==> config.mk <==
export PLATFORM = sky130hd
export DESIGN_NAME = conv_csr_top
export DESIGN_NICKNAME = d
export VERILOG_FILES = /design/src/conv_csr_pkg.sv /design/src/csr_wr_if.sv /design/src/axi_lite_write_channel.sv /design/src/axi_lite_read_channel.sv /design/src/conv_ctrl_reg.sv /design/src/csr_word.sv /design/src/conv_csr_top.sv
export SDC_FILE = /design/constraint.sdc
export NUM_CORES = 1
export LEC_CHECK = 0
export ABC_AREA = 0
export BUFFER_PORTS_ARGS = -buffer_cell sky130_fd_sc_hd__clkbuf_2
export CAP_MARGIN = 40
export CORE_ASPECT_RATIO = 2
export CORE_UTILIZATION = 51
export CTS_CLUSTER_DIAMETER = 80
export DETAILED_ROUTE_END_ITERATION = 16
export HOLD_SLACK_MARGIN = 0.05
export PLACE_DENSITY = 0.8
export SLEW_MARGIN = 10
export SYNTH_ARGS = -nofsm -noshare
export SYNTH_HDL_FRONTEND = slang
export SYNTH_HIERARCHICAL = 1
export SYNTH_SLANG_ARGS = --single-unit
==> constraint.sdc <==
create_clock -name S_AXI_ACLK -period 3.55 [get_ports S_AXI_ACLK]
set_clock_uncertainty 0.15 [all_clocks]
set_input_delay 0.355 -clock S_AXI_ACLK [delete_from_list [all_inputs] [get_ports S_AXI_ACLK]]
set_output_delay 0.355 -clock S_AXI_ACLK [all_outputs]
set_load 0.05 [all_outputs]
==> src/conv_csr_pkg.sv <==
`default_nettype none

package conv_csr_pkg;

	// Bus geometry
	localparam int CSR_DATA_WIDTH      = 32;
	localparam int CSR_ADDR_WIDTH      = 6;
	localparam int CSR_INDEX_BITS      = 4;
	localparam int CSR_ADDR_LSB        = 2;
	localparam int CSR_NUM_PARAM_WORDS = 9;

	// Register map, one 32-bit word per index
	typedef enum logic [CSR_INDEX_BITS-1:0] {
		CTRL           = 4'd0,
		KERNEL_BASE    = 4'd1,
		FEATURE_BASE   = 4'd2,
		FEATURE_WIDTH  = 4'd3,
		FEATURE_HEIGHT = 4'd4,
		FEATURE_CHIN   = 4'd5,
		FEATURE_CHOUT  = 4'd6,
		OUTPUT_BASE    = 4'd7,
		OUTPUT_WIDTH   = 4'd8,
		OUTPUT_HEIGHT  = 4'd9
	} csr_index_t;

	typedef logic [CSR_DATA_WIDTH-1:0] csr_word_t;
	typedef logic [7:0]                csr_byte_t;

	// ----------------------------------------
	// Control word layout
	// ----------------------------------------
	localparam int CTRL_START_BIT     = 0;
	localparam int CTRL_EXCEPTION_BIT = 1;
	localparam int CTRL_DONE_BIT      = 2;
	localparam int CTRL_RUNNING_BIT   = 3;
	// Bit 4 is reserved and reads zero
	localparam int CTRL_MODE_BIT      = 5;
	localparam int CTRL_RELU_BIT      = 6;
	localparam int CTRL_BIAS_BIT      = 7;
	localparam int CTRL_PAD_LSB       = 8;
	localparam int CTRL_STRIDE_LSB    = 16;
	localparam int CTRL_KSIZE_LSB     = 24;

	localparam logic [1:0] AXI_RESP_OKAY = 2'b00;

endpackage

`default_nettype wire

==> src/csr_wr_if.sv <==
`default_nettype none

interface csr_wr_if import conv_csr_pkg::*; #(
	parameter int DATA_WIDTH = CSR_DATA_WIDTH
) ();

	// One-cycle write strobe, no back-pressure
	logic                    wr_en;
	csr_index_t              wr_index;
	logic [DATA_WIDTH-1:0]   wr_data;
	logic [DATA_WIDTH/8-1:0] wr_strb;

	// Write channel side
	modport source (output wr_en, output wr_index, output wr_data, output wr_strb);

	// Register side, every sink decodes its own index
	modport sink (input wr_en, input wr_index, input wr_data, input wr_strb);

endinterface

`default_nettype wire

==> src/axi_lite_write_channel.sv <==
`default_nettype none

module axi_lite_write_channel import conv_csr_pkg::*; #(
	parameter int DATA_WIDTH = CSR_DATA_WIDTH,
	parameter int ADDR_WIDTH = CSR_ADDR_WIDTH
) (
	input  wire                    S_AXI_ACLK,
	input  wire                    S_AXI_ARESETN,
	input  wire [ADDR_WIDTH-1:0]   awaddr,
	input  wire                    awvalid,
	output logic                   awready,
	input  wire [DATA_WIDTH-1:0]   wdata,
	input  wire [DATA_WIDTH/8-1:0] wstrb,
	input  wire                    wvalid,
	output logic                   wready,
	output logic                   bvalid,
	output logic [1:0]             bresp,
	input  wire                    bready,
	csr_wr_if.source               wr
);

	typedef enum logic [1:0] {
		W_ADDR,
		W_DATA,
		W_RESP
	} wr_state_t;

	wr_state_t  state;
	csr_index_t aw_index;

	// ----------------------------------------
	// Handshake state machine
	// ----------------------------------------
	// At most one write in flight, B must complete before the next AW
	always_ff @(posedge S_AXI_ACLK or negedge S_AXI_ARESETN) begin
		if (!S_AXI_ARESETN) begin
			state   <= W_ADDR;
			awready <= 1'b0;
			wready  <= 1'b0;
			bvalid  <= 1'b0;
		end else begin
			case (state)
				W_ADDR: begin
					if (awvalid && awready) begin
						awready <= 1'b0;
						wready  <= 1'b1;
						state   <= W_DATA;
					end else begin
						// First edge out of reset opens the address channel
						awready <= 1'b1;
					end
				end
				W_DATA: begin
					if (wvalid) begin
						wready <= 1'b0;
						bvalid <= 1'b1;
						state  <= W_RESP;
					end
				end
				W_RESP: begin
					// Held-low bready stalls the next address here
					if (bready) begin
						bvalid  <= 1'b0;
						awready <= 1'b1;
						state   <= W_ADDR;
					end
				end
				default: begin
					state <= W_ADDR;
				end
			endcase
		end
	end

	// Word index of the accepted address
	always_ff @(posedge S_AXI_ACLK) begin
		if (awvalid && awready)
			aw_index <= csr_index_t'(awaddr[CSR_ADDR_LSB +: CSR_INDEX_BITS]);
	end

	// Register write fires in the W handshake cycle
	assign wr.wr_en    = wvalid && wready;
	assign wr.wr_index = aw_index;
	assign wr.wr_data  = wdata;
	assign wr.wr_strb  = wstrb;

	assign bresp = AXI_RESP_OKAY;

endmodule

`default_nettype wire

==> src/axi_lite_read_channel.sv <==
`default_nettype none

module axi_lite_read_channel import conv_csr_pkg::*; #(
	parameter int DATA_WIDTH = CSR_DATA_WIDTH,
	parameter int ADDR_WIDTH = CSR_ADDR_WIDTH
) (
	input  wire                                    S_AXI_ACLK,
	input  wire                                    S_AXI_ARESETN,
	input  wire [ADDR_WIDTH-1:0]                   araddr,
	input  wire                                    arvalid,
	output logic                                   arready,
	output logic                                   rvalid,
	output logic [1:0]                             rresp,
	output logic [DATA_WIDTH-1:0]                  rdata,
	input  wire                                    rready,
	input  csr_word_t                              ctrl_word,
	input  csr_word_t [CSR_NUM_PARAM_WORDS:1]      param_words
);

	typedef enum logic {
		R_ADDR,
		R_DATA
	} rd_state_t;

	rd_state_t  state;
	csr_index_t rd_index;

	// ----------------------------------------
	// Read handshake
	// ----------------------------------------
	always_ff @(posedge S_AXI_ACLK or negedge S_AXI_ARESETN) begin
		if (!S_AXI_ARESETN) begin
			state   <= R_ADDR;
			arready <= 1'b0;
			rvalid  <= 1'b0;
		end else begin
			case (state)
				R_ADDR: begin
					if (arvalid && arready) begin
						arready <= 1'b0;
						rvalid  <= 1'b1;
						state   <= R_DATA;
					end else begin
						// Also reopens one edge after each R handshake
						arready <= 1'b1;
					end
				end
				R_DATA: begin
					if (rready) begin
						rvalid <= 1'b0;
						state  <= R_ADDR;
					end
				end
				default: begin
					state <= R_ADDR;
				end
			endcase
		end
	end

	// Index held for the whole data phase
	always_ff @(posedge S_AXI_ACLK) begin
		if (arvalid && arready)
			rd_index <= csr_index_t'(araddr[CSR_ADDR_LSB +: CSR_INDEX_BITS]);
	end

	// Read mux straight from live registers, unmapped indices give zero
	always_comb begin
		rdata = '0;
		if (rd_index == CTRL)
			rdata = ctrl_word;
		for (int i = 1; i <= CSR_NUM_PARAM_WORDS; i++) begin
			if (rd_index == i)
				rdata = param_words[i];
		end
	end

	assign rresp = AXI_RESP_OKAY;

endmodule

`default_nettype wire

==> src/conv_ctrl_reg.sv <==
`default_nettype none

module conv_ctrl_reg import conv_csr_pkg::*; (
	input  wire       S_AXI_ACLK,
	input  wire       S_AXI_ARESETN,
	csr_wr_if.sink    wr,
	input  wire       running,
	input  wire       compute_done,
	input  wire       exception,
	output csr_byte_t kernel_size,
	output csr_byte_t stride,
	output csr_byte_t padding,
	output logic      has_bias,
	output logic      has_relu,
	output logic      conv_mode,
	output logic      start,
	output csr_word_t ctrl_word
);

	localparam int FIELD_BITS = $bits(csr_byte_t);

	logic ctrl_hit;
	logic running_q;
	logic done_q;
	logic exception_q;

	assign ctrl_hit = wr.wr_en && (wr.wr_index == CTRL);

	// ----------------------------------------
	// Writable fields and start pulse
	// ----------------------------------------
	// Whole word loads at once, byte strobes ignored for CTRL
	always_ff @(posedge S_AXI_ACLK or negedge S_AXI_ARESETN) begin
		if (!S_AXI_ARESETN) begin
			kernel_size <= '0;
			stride      <= '0;
			padding     <= '0;
			has_bias    <= 1'b0;
			has_relu    <= 1'b0;
			conv_mode   <= 1'b0;
			start       <= 1'b0;
		end else if (ctrl_hit) begin
			kernel_size <= wr.wr_data[CTRL_KSIZE_LSB +: FIELD_BITS];
			stride      <= wr.wr_data[CTRL_STRIDE_LSB +: FIELD_BITS];
			padding     <= wr.wr_data[CTRL_PAD_LSB +: FIELD_BITS];
			has_bias    <= wr.wr_data[CTRL_BIAS_BIT];
			has_relu    <= wr.wr_data[CTRL_RELU_BIT];
			conv_mode   <= wr.wr_data[CTRL_MODE_BIT];
			start       <= wr.wr_data[CTRL_START_BIT];
		end else begin
			// Self-clearing, high for one cycle only
			start <= 1'b0;
		end
	end

	// ----------------------------------------
	// Status capture
	// ----------------------------------------
	always_ff @(posedge S_AXI_ACLK or negedge S_AXI_ARESETN) begin
		if (!S_AXI_ARESETN) begin
			running_q   <= 1'b0;
			done_q      <= 1'b0;
			exception_q <= 1'b0;
		end else begin
			// Plain sample every cycle
			running_q <= running;
			// Sticky once set, start re-arms
			if (!done_q || start)
				done_q <= compute_done;
			if (!exception_q || start)
				exception_q <= exception;
		end
	end

	// Packed view for read-back
	always_comb begin
		ctrl_word                                  = '0;
		ctrl_word[CTRL_START_BIT]                  = start;
		ctrl_word[CTRL_EXCEPTION_BIT]              = exception_q;
		ctrl_word[CTRL_DONE_BIT]                   = done_q;
		ctrl_word[CTRL_RUNNING_BIT]                = running_q;
		ctrl_word[CTRL_MODE_BIT]                   = conv_mode;
		ctrl_word[CTRL_RELU_BIT]                   = has_relu;
		ctrl_word[CTRL_BIAS_BIT]                   = has_bias;
		ctrl_word[CTRL_PAD_LSB +: FIELD_BITS]      = padding;
		ctrl_word[CTRL_STRIDE_LSB +: FIELD_BITS]   = stride;
		ctrl_word[CTRL_KSIZE_LSB +: FIELD_BITS]    = kernel_size;
	end

endmodule

`default_nettype wire

==> src/csr_word.sv <==
`default_nettype none

module csr_word import conv_csr_pkg::*; #(
	parameter csr_index_t WORD_INDEX = KERNEL_BASE,
	parameter int         DATA_WIDTH = CSR_DATA_WIDTH
) (
	input  wire       S_AXI_ACLK,
	input  wire       S_AXI_ARESETN,
	csr_wr_if.sink    wr,
	output csr_word_t value
);

	logic hit;

	// Own index decode
	assign hit = wr.wr_en && (wr.wr_index == WORD_INDEX);

	// Byte lanes merge under the write strobes
	always_ff @(posedge S_AXI_ACLK or negedge S_AXI_ARESETN) begin
		if (!S_AXI_ARESETN) begin
			value <= '0;
		end else if (hit) begin
			for (int b = 0; b < DATA_WIDTH/8; b++) begin
				if (wr.wr_strb[b])
					value[b*8 +: 8] <= wr.wr_data[b*8 +: 8];
			end
		end
	end

endmodule

`default_nettype wire

==> src/conv_csr_top.sv <==
`default_nettype none

module conv_csr_top import conv_csr_pkg::*; #(
	parameter int DATA_WIDTH = CSR_DATA_WIDTH,
	parameter int ADDR_WIDTH = CSR_ADDR_WIDTH
) (
	input  wire                    S_AXI_ACLK,
	input  wire                    S_AXI_ARESETN,
	// AXI4-Lite slave
	input  wire [ADDR_WIDTH-1:0]   s_axi_awaddr,
	input  wire                    s_axi_awvalid,
	output logic                   s_axi_awready,
	input  wire [DATA_WIDTH-1:0]   s_axi_wdata,
	input  wire [DATA_WIDTH/8-1:0] s_axi_wstrb,
	input  wire                    s_axi_wvalid,
	output logic                   s_axi_wready,
	output logic [1:0]             s_axi_bresp,
	output logic                   s_axi_bvalid,
	input  wire                    s_axi_bready,
	input  wire [ADDR_WIDTH-1:0]   s_axi_araddr,
	input  wire                    s_axi_arvalid,
	output logic                   s_axi_arready,
	output logic [DATA_WIDTH-1:0]  s_axi_rdata,
	output logic [1:0]             s_axi_rresp,
	output logic                   s_axi_rvalid,
	input  wire                    s_axi_rready,
	// Accelerator control
	output csr_byte_t              kernel_size,
	output csr_byte_t              stride,
	output csr_byte_t              padding,
	output logic                   has_bias,
	output logic                   has_relu,
	output logic                   conv_mode,
	output logic                   start,
	output csr_word_t              kernel_baseaddr,
	output csr_word_t              feature_baseaddr,
	output csr_word_t              feature_width,
	output csr_word_t              feature_height,
	output csr_word_t              feature_chin,
	output csr_word_t              feature_chout,
	output csr_word_t              output_baseaddr,
	output csr_word_t              output_width,
	output csr_word_t              output_height,
	// Accelerator status
	input  wire                    running,
	input  wire                    compute_done,
	input  wire                    exception
);

	csr_word_t                         ctrl_word;
	csr_word_t [CSR_NUM_PARAM_WORDS:1] param_words;

	csr_wr_if #(.DATA_WIDTH(DATA_WIDTH)) wr_bus ();

	axi_lite_write_channel #(
		.DATA_WIDTH(DATA_WIDTH),
		.ADDR_WIDTH(ADDR_WIDTH)
	) u_wr_ch (
		.S_AXI_ACLK   (S_AXI_ACLK),
		.S_AXI_ARESETN(S_AXI_ARESETN),
		.awaddr       (s_axi_awaddr),
		.awvalid      (s_axi_awvalid),
		.awready      (s_axi_awready),
		.wdata        (s_axi_wdata),
		.wstrb        (s_axi_wstrb),
		.wvalid       (s_axi_wvalid),
		.wready       (s_axi_wready),
		.bvalid       (s_axi_bvalid),
		.bresp        (s_axi_bresp),
		.bready       (s_axi_bready),
		.wr           (wr_bus)
	);

	// Index 0 lives apart from the strobed words
	conv_ctrl_reg u_ctrl (
		.S_AXI_ACLK   (S_AXI_ACLK),
		.S_AXI_ARESETN(S_AXI_ARESETN),
		.wr           (wr_bus),
		.running      (running),
		.compute_done (compute_done),
		.exception    (exception),
		.kernel_size  (kernel_size),
		.stride       (stride),
		.padding      (padding),
		.has_bias     (has_bias),
		.has_relu     (has_relu),
		.conv_mode    (conv_mode),
		.start        (start),
		.ctrl_word    (ctrl_word)
	);

	// ----------------------------------------
	// Parameter words, indices 1 to 9
	// ----------------------------------------
	for (genvar i = 1; i <= CSR_NUM_PARAM_WORDS; i++) begin : g_param
		csr_word #(
			.WORD_INDEX(csr_index_t'(i)),
			.DATA_WIDTH(DATA_WIDTH)
		) u_word (
			.S_AXI_ACLK   (S_AXI_ACLK),
			.S_AXI_ARESETN(S_AXI_ARESETN),
			.wr           (wr_bus),
			.value        (param_words[i])
		);
	end

	assign kernel_baseaddr  = param_words[KERNEL_BASE];
	assign feature_baseaddr = param_words[FEATURE_BASE];
	assign feature_width    = param_words[FEATURE_WIDTH];
	assign feature_height   = param_words[FEATURE_HEIGHT];
	assign feature_chin     = param_words[FEATURE_CHIN];
	assign feature_chout    = param_words[FEATURE_CHOUT];
	assign output_baseaddr  = param_words[OUTPUT_BASE];
	assign output_width     = param_words[OUTPUT_WIDTH];
	assign output_height    = param_words[OUTPUT_HEIGHT];

	axi_lite_read_channel #(
		.DATA_WIDTH(DATA_WIDTH),
		.ADDR_WIDTH(ADDR_WIDTH)
	) u_rd_ch (
		.S_AXI_ACLK   (S_AXI_ACLK),
		.S_AXI_ARESETN(S_AXI_ARESETN),
		.araddr       (s_axi_araddr),
		.arvalid      (s_axi_arvalid),
		.arready      (s_axi_arready),
		.rvalid       (s_axi_rvalid),
		.rresp        (s_axi_rresp),
		.rdata        (s_axi_rdata),
		.rready       (s_axi_rready),
		.ctrl_word    (ctrl_word),
		.param_words  (param_words)
	);

endmodule

`default_nettype wire

==> qor.csv, run 1 <==
stage,metric,value,unit
sta,worst_pin_slew,0.9691,ns
setup_path,arrival,2.96,ns
synthesis,synth_top_area_frac,0.4844,
pwr,p_leak,10.22,nW
sta,drv_slew,0,
pwr,ir_drop,0.6252,mV
global_route,grt_pass1_vias,13260,
finish,syn_to_final_growth,22.15,%
sta,hold_viol,0,
clock_network,cts_tree,yes,
pwr,power_density,1024,nW/um^2
global_route,grtUsageTotal,0.3174,
setup_path,crit_type,reg -> out,
synthesis,yosysUniqueCellTypes,53,
die,die_area,33900,sq um
synthesis,synth_ff_type,dfrtp_1,
finish,fill_cells,2550,
die,rows,93,
die,initial_core_util,0.5222,
finish,drive_above_1_share,0.5333,
global_route,grt_max_degree,101,
synthesis,synth_top_family_by_area,multiplexers,
synthesis,synth_edf_count,8,
sta,maxSlewHeadroom,0.3491,
synthesis,synth-xor-area-share,0,
synthesis,synth-compound-area-share,0.08140,
die,ios,415,
pwr,power.total,21.13,mW
synthesis,yosys_warnings,6,
finish,multiInputGateArea,7605,sq um
finish,fin_nets,1714,
placed_design,hpwlAfterDp,38.61,mm
worst_hold_path,hp-class,in -> reg,
finish,seqCellArea,8423,sq um
sta,fin_crit_sh,0.9761,
detailed_routing,drt_first_pass_iters,5,
global_route,antenna_found_initial,1,
sta,hold-worst-slack,0.08187,ns
synthesis,synthSimpleGateAreaFrac,0.07755,
clock_network,cts.sinks,335,
clock_network,h-tree-depth,1,
synthesis,syn_avg_cell_area,13.40,sq um
synthesis,ys_async_sr_fraction,0.9761,
clock_network,cts_made_buffers,30,
sta,finalSetupViolations,0,
clock_network,clockBufferDepth,3,
global_route,grt_first_pass_wirelength,79.29,mm
sta,rsz0062_at_grt,false,
placed_design,numPortBuffers,406,
finish,layoutNonFillerInstCount,2108,
global_route,grt_overflow_total,0,
detailed_routing,antenna_left,0,
setup_path,critPathMaxFanout,24,
detailed_routing,finalWirelength,53.68,mm
placed_design,post-place-cells,2002,
status,status,"complete, no violations",
sta,setup-tns-final,0,ns
synthesis,yosysMostFrequentCell,mux2_2,
die,die_h,259.4,um
synthesis,synthAdderAreaFrac,0,
detailed_routing,drt-initial-drc-count,677,
placed_design,gp_congestion,0.8814,
detailed_routing,drc,0,
clock_network,root_buffer,clkbuf_16,
synthesis,yosys-mux-area-fraction,0.2883,
detailed_routing,wl_per_cell,25.46,um
setup_path,startpoint_type,flop,
flow_run,drv_cap,0,
synthesis,syn-instance-count,1261,
synthesis,synth_area_leaders,"dfrtp_1 (48%), mux2_2 (22%), mux2i_1 (5.3%), buf_4 (3.5%), o21ai_0 (1.5%)",
sta,timing.fmax,0.2886,GHz
clock_network,clkTransAtPathRegs,0.07,ns
detailed_routing,vias_per_cell,6.008,
synthesis,synthTopCellsByCount,"mux2_2 (329), dfrtp_1 (327), mux2i_1 (89)",
synthesis,synth_area,16890,sq um
sta,finalCriticalPeriod,3.465,ns
die,core,32350,sq um
setup_path,endpoint_kind,output pin,
synthesis,yosysSeqAreaShare,0.4986,
detailed_routing,vias,12670,
synthesis,netlist.top_cell.by_area,dfrtp_1,
clock_network,clk_latency,0.57,ns
die,die_x,130.7,um
setup_path,critical_path_required,3.04,ns
synthesis,synth_seq_cells,335,
==> cells in the final DEF (no fill, tap or decap), types with 6 or more instances in the layout <==
cell           Yosys  routed
buf_4             78      34
mux2i_1           89      89
nand2_1           44      43
o21bai_1           9       9
clkbuf_16          0      32
nor4_4             9       9
edfxtp_1           8       8
dfrtp_1          327     327
mux2_1            19      19
clkbuf_8           0       6
a22oi_2           12      12
mux2_2           329     329
a21o_1            10      10
a31oi_1           13      13
a21oi_1           23      23
clkbuf_2           0     395
dlygate4sd3_1      0      49
buf_12             0      14
nor2_1            17      17
clkinv_2           0      10
o22ai_1           14      14
nor3_4            16      16
o22a_1            18      18
nand2b_1          11      11
a2bb2oi_1         18      18
nor3b_1           10      10
nand4_4           12      12
a22oi_1           12      12
o21ai_0           52      52
==> what timing repair did <==
item / 4_1_cts / 5_1_grt
gates resized for setup: 2 / 5
setup buffers: 0 / 0
hold buffers: 49 / 0
cloned: 0 / 0
endpoints found under the setup margin: 3 / 7
endpoints found under the hold margin: 391 / 0
==> through the flow <==
| step | setup WS (ns) | util | area [sq um] |
|---|---|---|---|
| floorplan | 0.1795 | - | 16900 |
| global placement | 0.6081 | 0.5902 | 19090 |
| detailed placement | 0.5894 | 0.5911 | 19120 |
| CTS | 0.005176 | 0.6373 | 20620 |
| global route | 0.02264 | 0.6378 | 20630 |
| finish | 0.08482 | 0.6379 | 20630 |
==> area by class of cell <==
type,count,share of cell area
clock inverters,13,0.004791
multi-input cells,789,0.3686
inverters,6,0.001092
repair buffers,494,0.1476
well taps,427,0.02589
clock buffers,43,0.04372
flip-flops and latches,335,0.4082
diodes,1,0.0001213
==> worst max-delay path, cell delays in order, from the launching register on <==
cell	delay [ns]
edfxtp_1	0.46
buf_4	0.37
buf_4	0.28
mux2_1	0.36
a22oi_1	0.18
o22ai_1	0.11
a221o_1	0.37
clkbuf_2	0.24
==> report_power, final <==
part           internal, mW  leakage (nW)  switching (mW)
Clock                  1.84         0.503            1.46
Sequential             5.31          4.37            1.33
Combinational          3.03          5.36            8.17
==> path summary, 6_finish.rpt <==
path	cells past startpoint	slack (ns)	startpoint	to
worst min-delay path	2	0.08	s_axi_wdata[24]	g_param[8].u_word/value[24]$_DFFE_PN0P_
worst min register to register	1	0.34	u_ctrl/done_q$_DFFE_PN0P_	u_ctrl/done_q$_DFFE_PN0P_
max in group asynchronous	3	1.86	S_AXI_ARESETN	g_param[8].u_word/value[5]$_DFFE_PN0P_
min in group asynchronous	2	0.22	S_AXI_ARESETN	g_param[3].u_word/value[14]$_DFFE_PN0P_
worst max-delay path	7	0.08	u_rd_ch/rd_index[1]$_DFFE_PP_	s_axi_rdata[29]
worst max register to register	4	0.86	u_wr_ch/wr.wr_index[0]$_DFFE_PP_	g_param[1].u_word/value[20]$_DFFE_PN0P_
==> per-layer routing <==
layer | global-route usage | up-vias | wire [um]
met5 | 0 | - | 0
met4 | 0.2395 | 0 | 4213
met3 | 0.05029 | 234 | 3331
met2 | 0.5414 | 699 | 27680
met1 | 0.3486 | 6366 | 18450
li1 | - | 5366 | -
==> sequential cells by signal (all words and copies together), names as in the netlist, 2 cells and up <==
register / count
u_wr_ch/wr.wr_index: 4
u_ctrl/padding: 8
u_ctrl/stride: 8
u_wr_ch/state: 2
u_rd_ch/rd_index: 4
u_ctrl/kernel_size: 8
g_param.u_word/value: 288
==> cells by family (layout without fill, tap and decap cells) <==
family,after synthesis,after routing
buf+inv,139,556
mux,440,440
simple gates,147,147
flops,335,335
compound gates,197,197
other cells,3,6
Note: power is estimated with default switching activity, not from simulation.
==> run 2: changes to the inputs <==
--- a/config.mk
+++ b/config.mk
@@ -14,6 +14,7 @@
 export DETAILED_ROUTE_END_ITERATION = 16
 export HOLD_SLACK_MARGIN = 0.05
 export PLACE_DENSITY = 0.8
+export SETUP_SLACK_MARGIN = 0.4
 export SLEW_MARGIN = 10
 export SYNTH_ARGS = -nofsm -noshare
 export SYNTH_HDL_FRONTEND = slang
==> run 2 against run 1 <==
  * Non-clock buffer count grew 37
  * Final cell count grew 1.7%
  * Clock power grew 7.0%
  * Sequential cell count is the same
  * Total power grew 2.6%
  * Die area is the same
  * Utilization grew 2.0 points
  * Sequential share of layout area shrank 1.3 points
  * Clock-buffer cell count grew 3
  * Fmax grew 10%
  * Via count grew 1.3%
  * Highest routed layer unchanged
==> qor.csv, run 2 (same netlist as run 1, synthesis figures left out) <==
stage,metric,value,unit
status,status,"complete, no violations",
global_route,grtUsageTotal,0.3306,
clock_network,clkTransAtPathRegs,0.07,ns
finish,drive_above_1_share,0.5559,
finish,antenna_cells,0,
finish,largest_register_ff_count,288,
global_route,grt_overflow_total,0,
sta,finalCriticalPeriod,3.144,ns
sta,hold_viol,0,
detailed_routing,drt-initial-drc-count,854,
detailed_routing,vias_per_cell,5.989,
setup_path,critPathMaxFanout,14,
die,die_h,259.4,um
global_route,grt_pass1_vias,13530,
placed_design,hpwlAfterDp,39.13,mm
clock_network,cts_made_buffers,30,
die,die_area,33900,sq um
sta,fin_crit_sh,0.8857,
die,ios,415,
die,rows,93,
die,die_x,130.7,um
sta,worst_pin_slew,0.8869,ns
sta,drv_slew,0,
detailed_routing,drt_first_pass_iters,5,
die,initial_core_util,0.5222,
clock_network,clk_latency,0.57,ns
sta,setup-tns-final,0,ns
detailed_routing,wl_per_cell,25.96,um
placed_design,numPortBuffers,406,
setup_path,crit_top_cell,buf_4,
setup_path,startpoint_type,flop,
finish,fin_nets,1751,
sta,hold-worst-slack,0.09309,ns
worst_hold_path,hp-class,in -> reg,
sta,postLayoutSetupSlackWorst,0.4059,ns
setup_path,critical_path_required,3.04,ns
clock_network,h-tree-depth,1,
detailed_routing,drc,0,
sta,finalSetupViolations,0,
sta,maxSlewHeadroom,0.4043,
setup_path,endpoint_kind,output pin,
die,core,32350,sq um
sta,timing.fmax,0.3181,GHz
pwr,p_leak,10.54,nW
clock_network,clockBufferDepth,3,
clock_network,root_buffer,clkbuf_16,
placed_design,post-place-cells,2008,
detailed_routing,antenna_left,0,
finish,top_register,g_param.u_word/value,
setup_path,cp_slowest_stage_delay,0.43,ns
clock_network,cts_tree,yes,
pwr,power.total,21.67,mW
sta,rsz0062_at_grt,true,
setup_path,cp_cell_sequence,buf_4 > or3b_4 > buf_16 > o22a_1 > a22oi_2 > a2bb2oi_1 > buf_4,
setup_path,arrival,2.64,ns
finish,syn_to_final_growth,26.06,%
setup_path,crit_path_top_delay_cell,edfxtp_1,
flow_run,drv_cap,0,
finish,fill_cells,2518,
placed_design,dpl_worst_slack,0.5640,ns
global_route,grt_max_degree,89,
global_route,grt_first_pass_wirelength,82.68,mm
clock_network,cts.sinks,335,
placed_design,gp_congestion,0.8814,
finish,most-common-layout-cells,"clkbuf_2 (380), mux2_2 (329), dfrtp_1 (327), mux2i_1 (89), buf_4 (60)",
finish,layoutNonFillerInstCount,2143,
pwr,ir_drop,0.7478,mV
detailed_routing,finalWirelength,55.63,mm
pwr,power_density,1018,nW/um^2
detailed_routing,vias,12840,
setup_path,crit_type,reg -> out,
finish,final_common_cell,clkbuf_2,
global_route,antenna_found_initial,0,
==> run 2: layer usage <==
| metal | routed length, um | vias up | GRT usage |
|---|---|---|---|
| met5 | 0 | - | 0 |
| met4 | 4197 | 0 | 0.2283 |
| met1 | 19090 | 6516 | 0.3617 |
| met2 | 28980 | 657 | 0.5720 |
| li1 | - | 5429 | - |
| met3 | 3358 | 233 | 0.05688 |
==> run 2: per-stage QoR <==
stage | area, sq um | utilization
after floorplan | 16900 | -
after global placement | 19160 | 0.5923
after detailed placement | 19190 | 0.5932
after CTS | 21030 | 0.6502
after global routing | 21290 | 0.6583
final | 21290 | 0.6583
==> run 2: where the power goes <==
part	internal, mW	total (mW)	switching, mW
Sequential	5.31	6.62	1.31
Combinational	3.23	11.5	8.30
Clock	2.05	3.53	1.48
Total	10.6	21.7	11.1
==> run 2: worst max-delay path, delay by kind of cell (launching register included) <==
| kind | cells | cell delay [ns] |
|---|---|---|
| buf+inv | 3 | 0.56 |
| flops | 1 | 0.43 |
| simple gates | 1 | 0.40 |
| compound gates | 3 | 0.65 |
==> run 2: what timing repair did <==
action,in CTS,in global routing
hold buffers,48,0
pin swaps,5,3
setup buffers,15,16
setup endpoints to repair,32,31
endpoints found under the hold margin,392,0
cloned,0,1
gates resized for setup,32,39
==> run 2: final timing paths <==
kind,from,slack (ns),cells after the start,to
min in group asynchronous,S_AXI_ARESETN,0.24,2,g_param[3].u_word/value[16]$_DFFE_PN0P_
worst min-delay path,s_axi_wdata[19],0.09,2,g_param[2].u_word/value[19]$_DFFE_PN0P_
worst max-delay path,u_rd_ch/rd_index[3]$_DFFE_PP_,0.41,7,s_axi_rdata[9]
max in group asynchronous,S_AXI_ARESETN,2.18,3,u_ctrl/padding[6]$_DFFE_PN0P_
worst max register to register,u_wr_ch/wready$_DFFE_PN0P_,0.94,4,g_param[4].u_word/value[10]$_DFFE_PN0P_
worst min register to register,g_param[8].u_word/value[2]$_DFFE_PN0P_,0.36,1,g_param[8].u_word/value[2]$_DFFE_PN0P_
==> run 2: final cells by class <==
type,instances,area (sq um),area share
Clock buffer,46,942.2,0.04424
Clock inverter,9,135.1,0.006346
Inverter,6,22.52,0.001058
Multi-Input combinational cell,789,7711,0.3621
Sequential cell,335,8423,0.3956
Tap cell,427,534.3,0.02509
Timing Repair Buffer,531,3526,0.1656
==> run 3: changes to the inputs <==
--- a/config.mk
+++ b/config.mk
@@ -12,7 +12,7 @@
 export CORE_UTILIZATION = 51
 export CTS_CLUSTER_DIAMETER = 80
 export DETAILED_ROUTE_END_ITERATION = 16
-export HOLD_SLACK_MARGIN = 0.05
+export HOLD_SLACK_MARGIN = 0.1
 export PLACE_DENSITY = 0.8
 export SETUP_SLACK_MARGIN = 0.4
 export SLEW_MARGIN = 10
==> run 3 against run 2 <==
  * Clock power about the same
  * Largest cell class unchanged
  * Sequential cell count unchanged
  * Combinational power about the same
  * Register-to-register slack is essentially flat
  * First-iteration DRC count decreased by 7.4%
  * Final cell count about the same
  * Cell area barely moved
  * Routed wire length is 0.27% lower
  * Clock-buffer cell count did not move
  * Via count about the same
  * Utilization rose by 0.062 points
  * Critical path depth is the same
==> qor.csv, run 3 (same netlist as run 1, synthesis figures left out) <==
stage,metric,value,unit
placed_design,hpwlAfterDp,39.13,mm
detailed_routing,drt_first_pass_iters,5,
clock_network,clkTransAtPathRegs,0.06,ns
finish,seqCellArea,8423,sq um
flow_run,drv_cap,0,
detailed_routing,vias,12840,
pwr,ir_drop,0.7496,mV
finish,most-common-layout-cells,"clkbuf_2 (380), mux2_2 (329), dfrtp_1 (327), mux2i_1 (89), buf_4 (60)",
worst_hold_path,hp-class,in -> reg,
detailed_routing,wl_per_cell,25.86,um
finish,post-route-util,0.6589,
setup_path,critical_path_required,3.04,ns
sta,fin_crit_sh,0.8785,
clock_network,clk_latency,0.57,ns
global_route,antenna_found_initial,0,
detailed_routing,drc,0,
clock_network,root_buffer,clkbuf_16,
setup_path,startpoint_type,flop,
finish,top_register,g_param.u_word/value,
detailed_routing,drt-initial-drc-count,791,
sta,postLayoutSetupSlackWorst,0.4314,ns
sta,maxSlewHeadroom,0.4057,
die,die_x,130.7,um
clock_network,h-tree-depth,1,
status,status,"complete, no violations",
finish,multiInputGateArea,7711,sq um
die,rows,93,
global_route,grtUsageTotal,0.3308,
pwr,power_density,1016,nW/um^2
finish,syn_to_final_growth,26.18,%
setup_path,critPathMaxFanout,14,
global_route,grt_max_degree,89,
die,die_area,33900,sq um
sta,hold_viol,0,
finish,antenna_cells,0,
sta,finalCriticalPeriod,3.119,ns
global_route,grt_overflow_total,0,
placed_design,dpl_worst_slack,0.5640,ns
sta,setup-tns-final,0,ns
finish,fill_cells,2515,
sta,worst_pin_slew,0.8848,ns
placed_design,gp_congestion,0.8814,
finish,final_common_cell,clkbuf_2,
die,initial_core_util,0.5222,
die,ios,415,
sta,timing.fmax,0.3207,GHz
detailed_routing,vias_per_cell,5.986,
clock_network,cts.sinks,335,
finish,largest_register_ff_count,288,
sta,rsz0062_at_grt,true,
global_route,grt_pass1_vias,13550,
detailed_routing,finalWirelength,55.48,mm
sta,finalSetupViolations,0,
die,die_h,259.4,um
clock_network,cts_made_buffers,30,
setup_path,crit_type,reg -> out,
setup_path,endpoint_kind,output pin,
clock_network,clockBufferDepth,3,
clock_network,cts_tree,yes,
pwr,p_leak,10.55,nW
setup_path,arrival,2.61,ns
global_route,grt_first_pass_wirelength,82.72,mm
die,core,32350,sq um
pwr,power.total,21.66,mW
detailed_routing,antenna_left,0,
placed_design,numPortBuffers,406,
sta,drv_slew,0,
finish,fin_nets,1753,
finish,drive_above_1_share,0.5553,
run 3: final timing paths:
check                      slack, ns  depth (start not counted)                                   start                                       to
max                             0.43                          7           u_rd_ch/rd_index[3]$_DFFE_PP_                           s_axi_rdata[9]
min reg2reg                     0.36                          1  g_param[8].u_word/value[2]$_DFFE_PN0P_   g_param[8].u_word/value[2]$_DFFE_PN0P_
max in group asynchronous       2.18                          3                           S_AXI_ARESETN            u_ctrl/padding[6]$_DFFE_PN0P_
max reg2reg                     0.94                          4              u_wr_ch/wready$_DFFE_PN0P_  g_param[4].u_word/value[10]$_DFFE_PN0P_
min in group asynchronous       0.24                          2                           S_AXI_ARESETN  g_param[3].u_word/value[16]$_DFFE_PN0P_
min                             0.14                          3                           s_axi_awvalid         u_wr_ch/wr.wr_index[1]$_DFFE_PP_
run 3: where the power goes:
group	total (mW)	switching (mW)	internal, mW
registers	6.61	1.31	5.31
clock network	3.52	1.48	2.05
logic	11.5	8.29	3.23
total	21.7	11.1	10.6
run 3: critical path, stage by stage, from the launching register on:
cell	delay, ns
edfxtp_1	0.43
buf_4	0.17
or3b_4	0.40
buf_16	0.17
o22a_1	0.23
a22oi_2	0.21
a2bb2oi_1	0.19
buf_4	0.22
run 3: metal layers:
metal / up-vias / global-route usage / share of wire
met5: - / 0 / 0
met4: 0 / 0.2321 / 0.078
met3: 244 / 0.05688 / 0.059
met2: 660 / 0.5711 / 0.52
met1: 6504 / 0.3614 / 0.34
li1: 5431 / - / -
run 3: cell type report:
type                            instances  area share
Tap cell                              427     0.02507
Inverter                                6    0.001057
Clock inverter                          9    0.006340
Sequential cell                       335      0.3952
Clock buffer                           46     0.04420
Multi-Input combinational cell        789      0.3618
Timing Repair Buffer                  533      0.1664
run 3: through the flow:
stage | hold slack [ns] | cells | area, sq um
floorplan | -0.09059 | 1263 | 16900
global placement | 0.2686 | 2007 | 19160
detailed placement | 0.2716 | 2008 | 19190
CTS | 0.1122 | 2128 | 21050
global route | 0.1482 | 2145 | 21310
finish | 0.1410 | 2145 | 21310
run 3: repair_timing:
action,4_1_cts,5_1_grt
endpoints found under the setup margin,32,31
cloned,0,1
pin swaps,5,3
buffers inserted,15,16
resized for setup,32,39
endpoints found under the hold margin,413,0
hold buffers,50,0
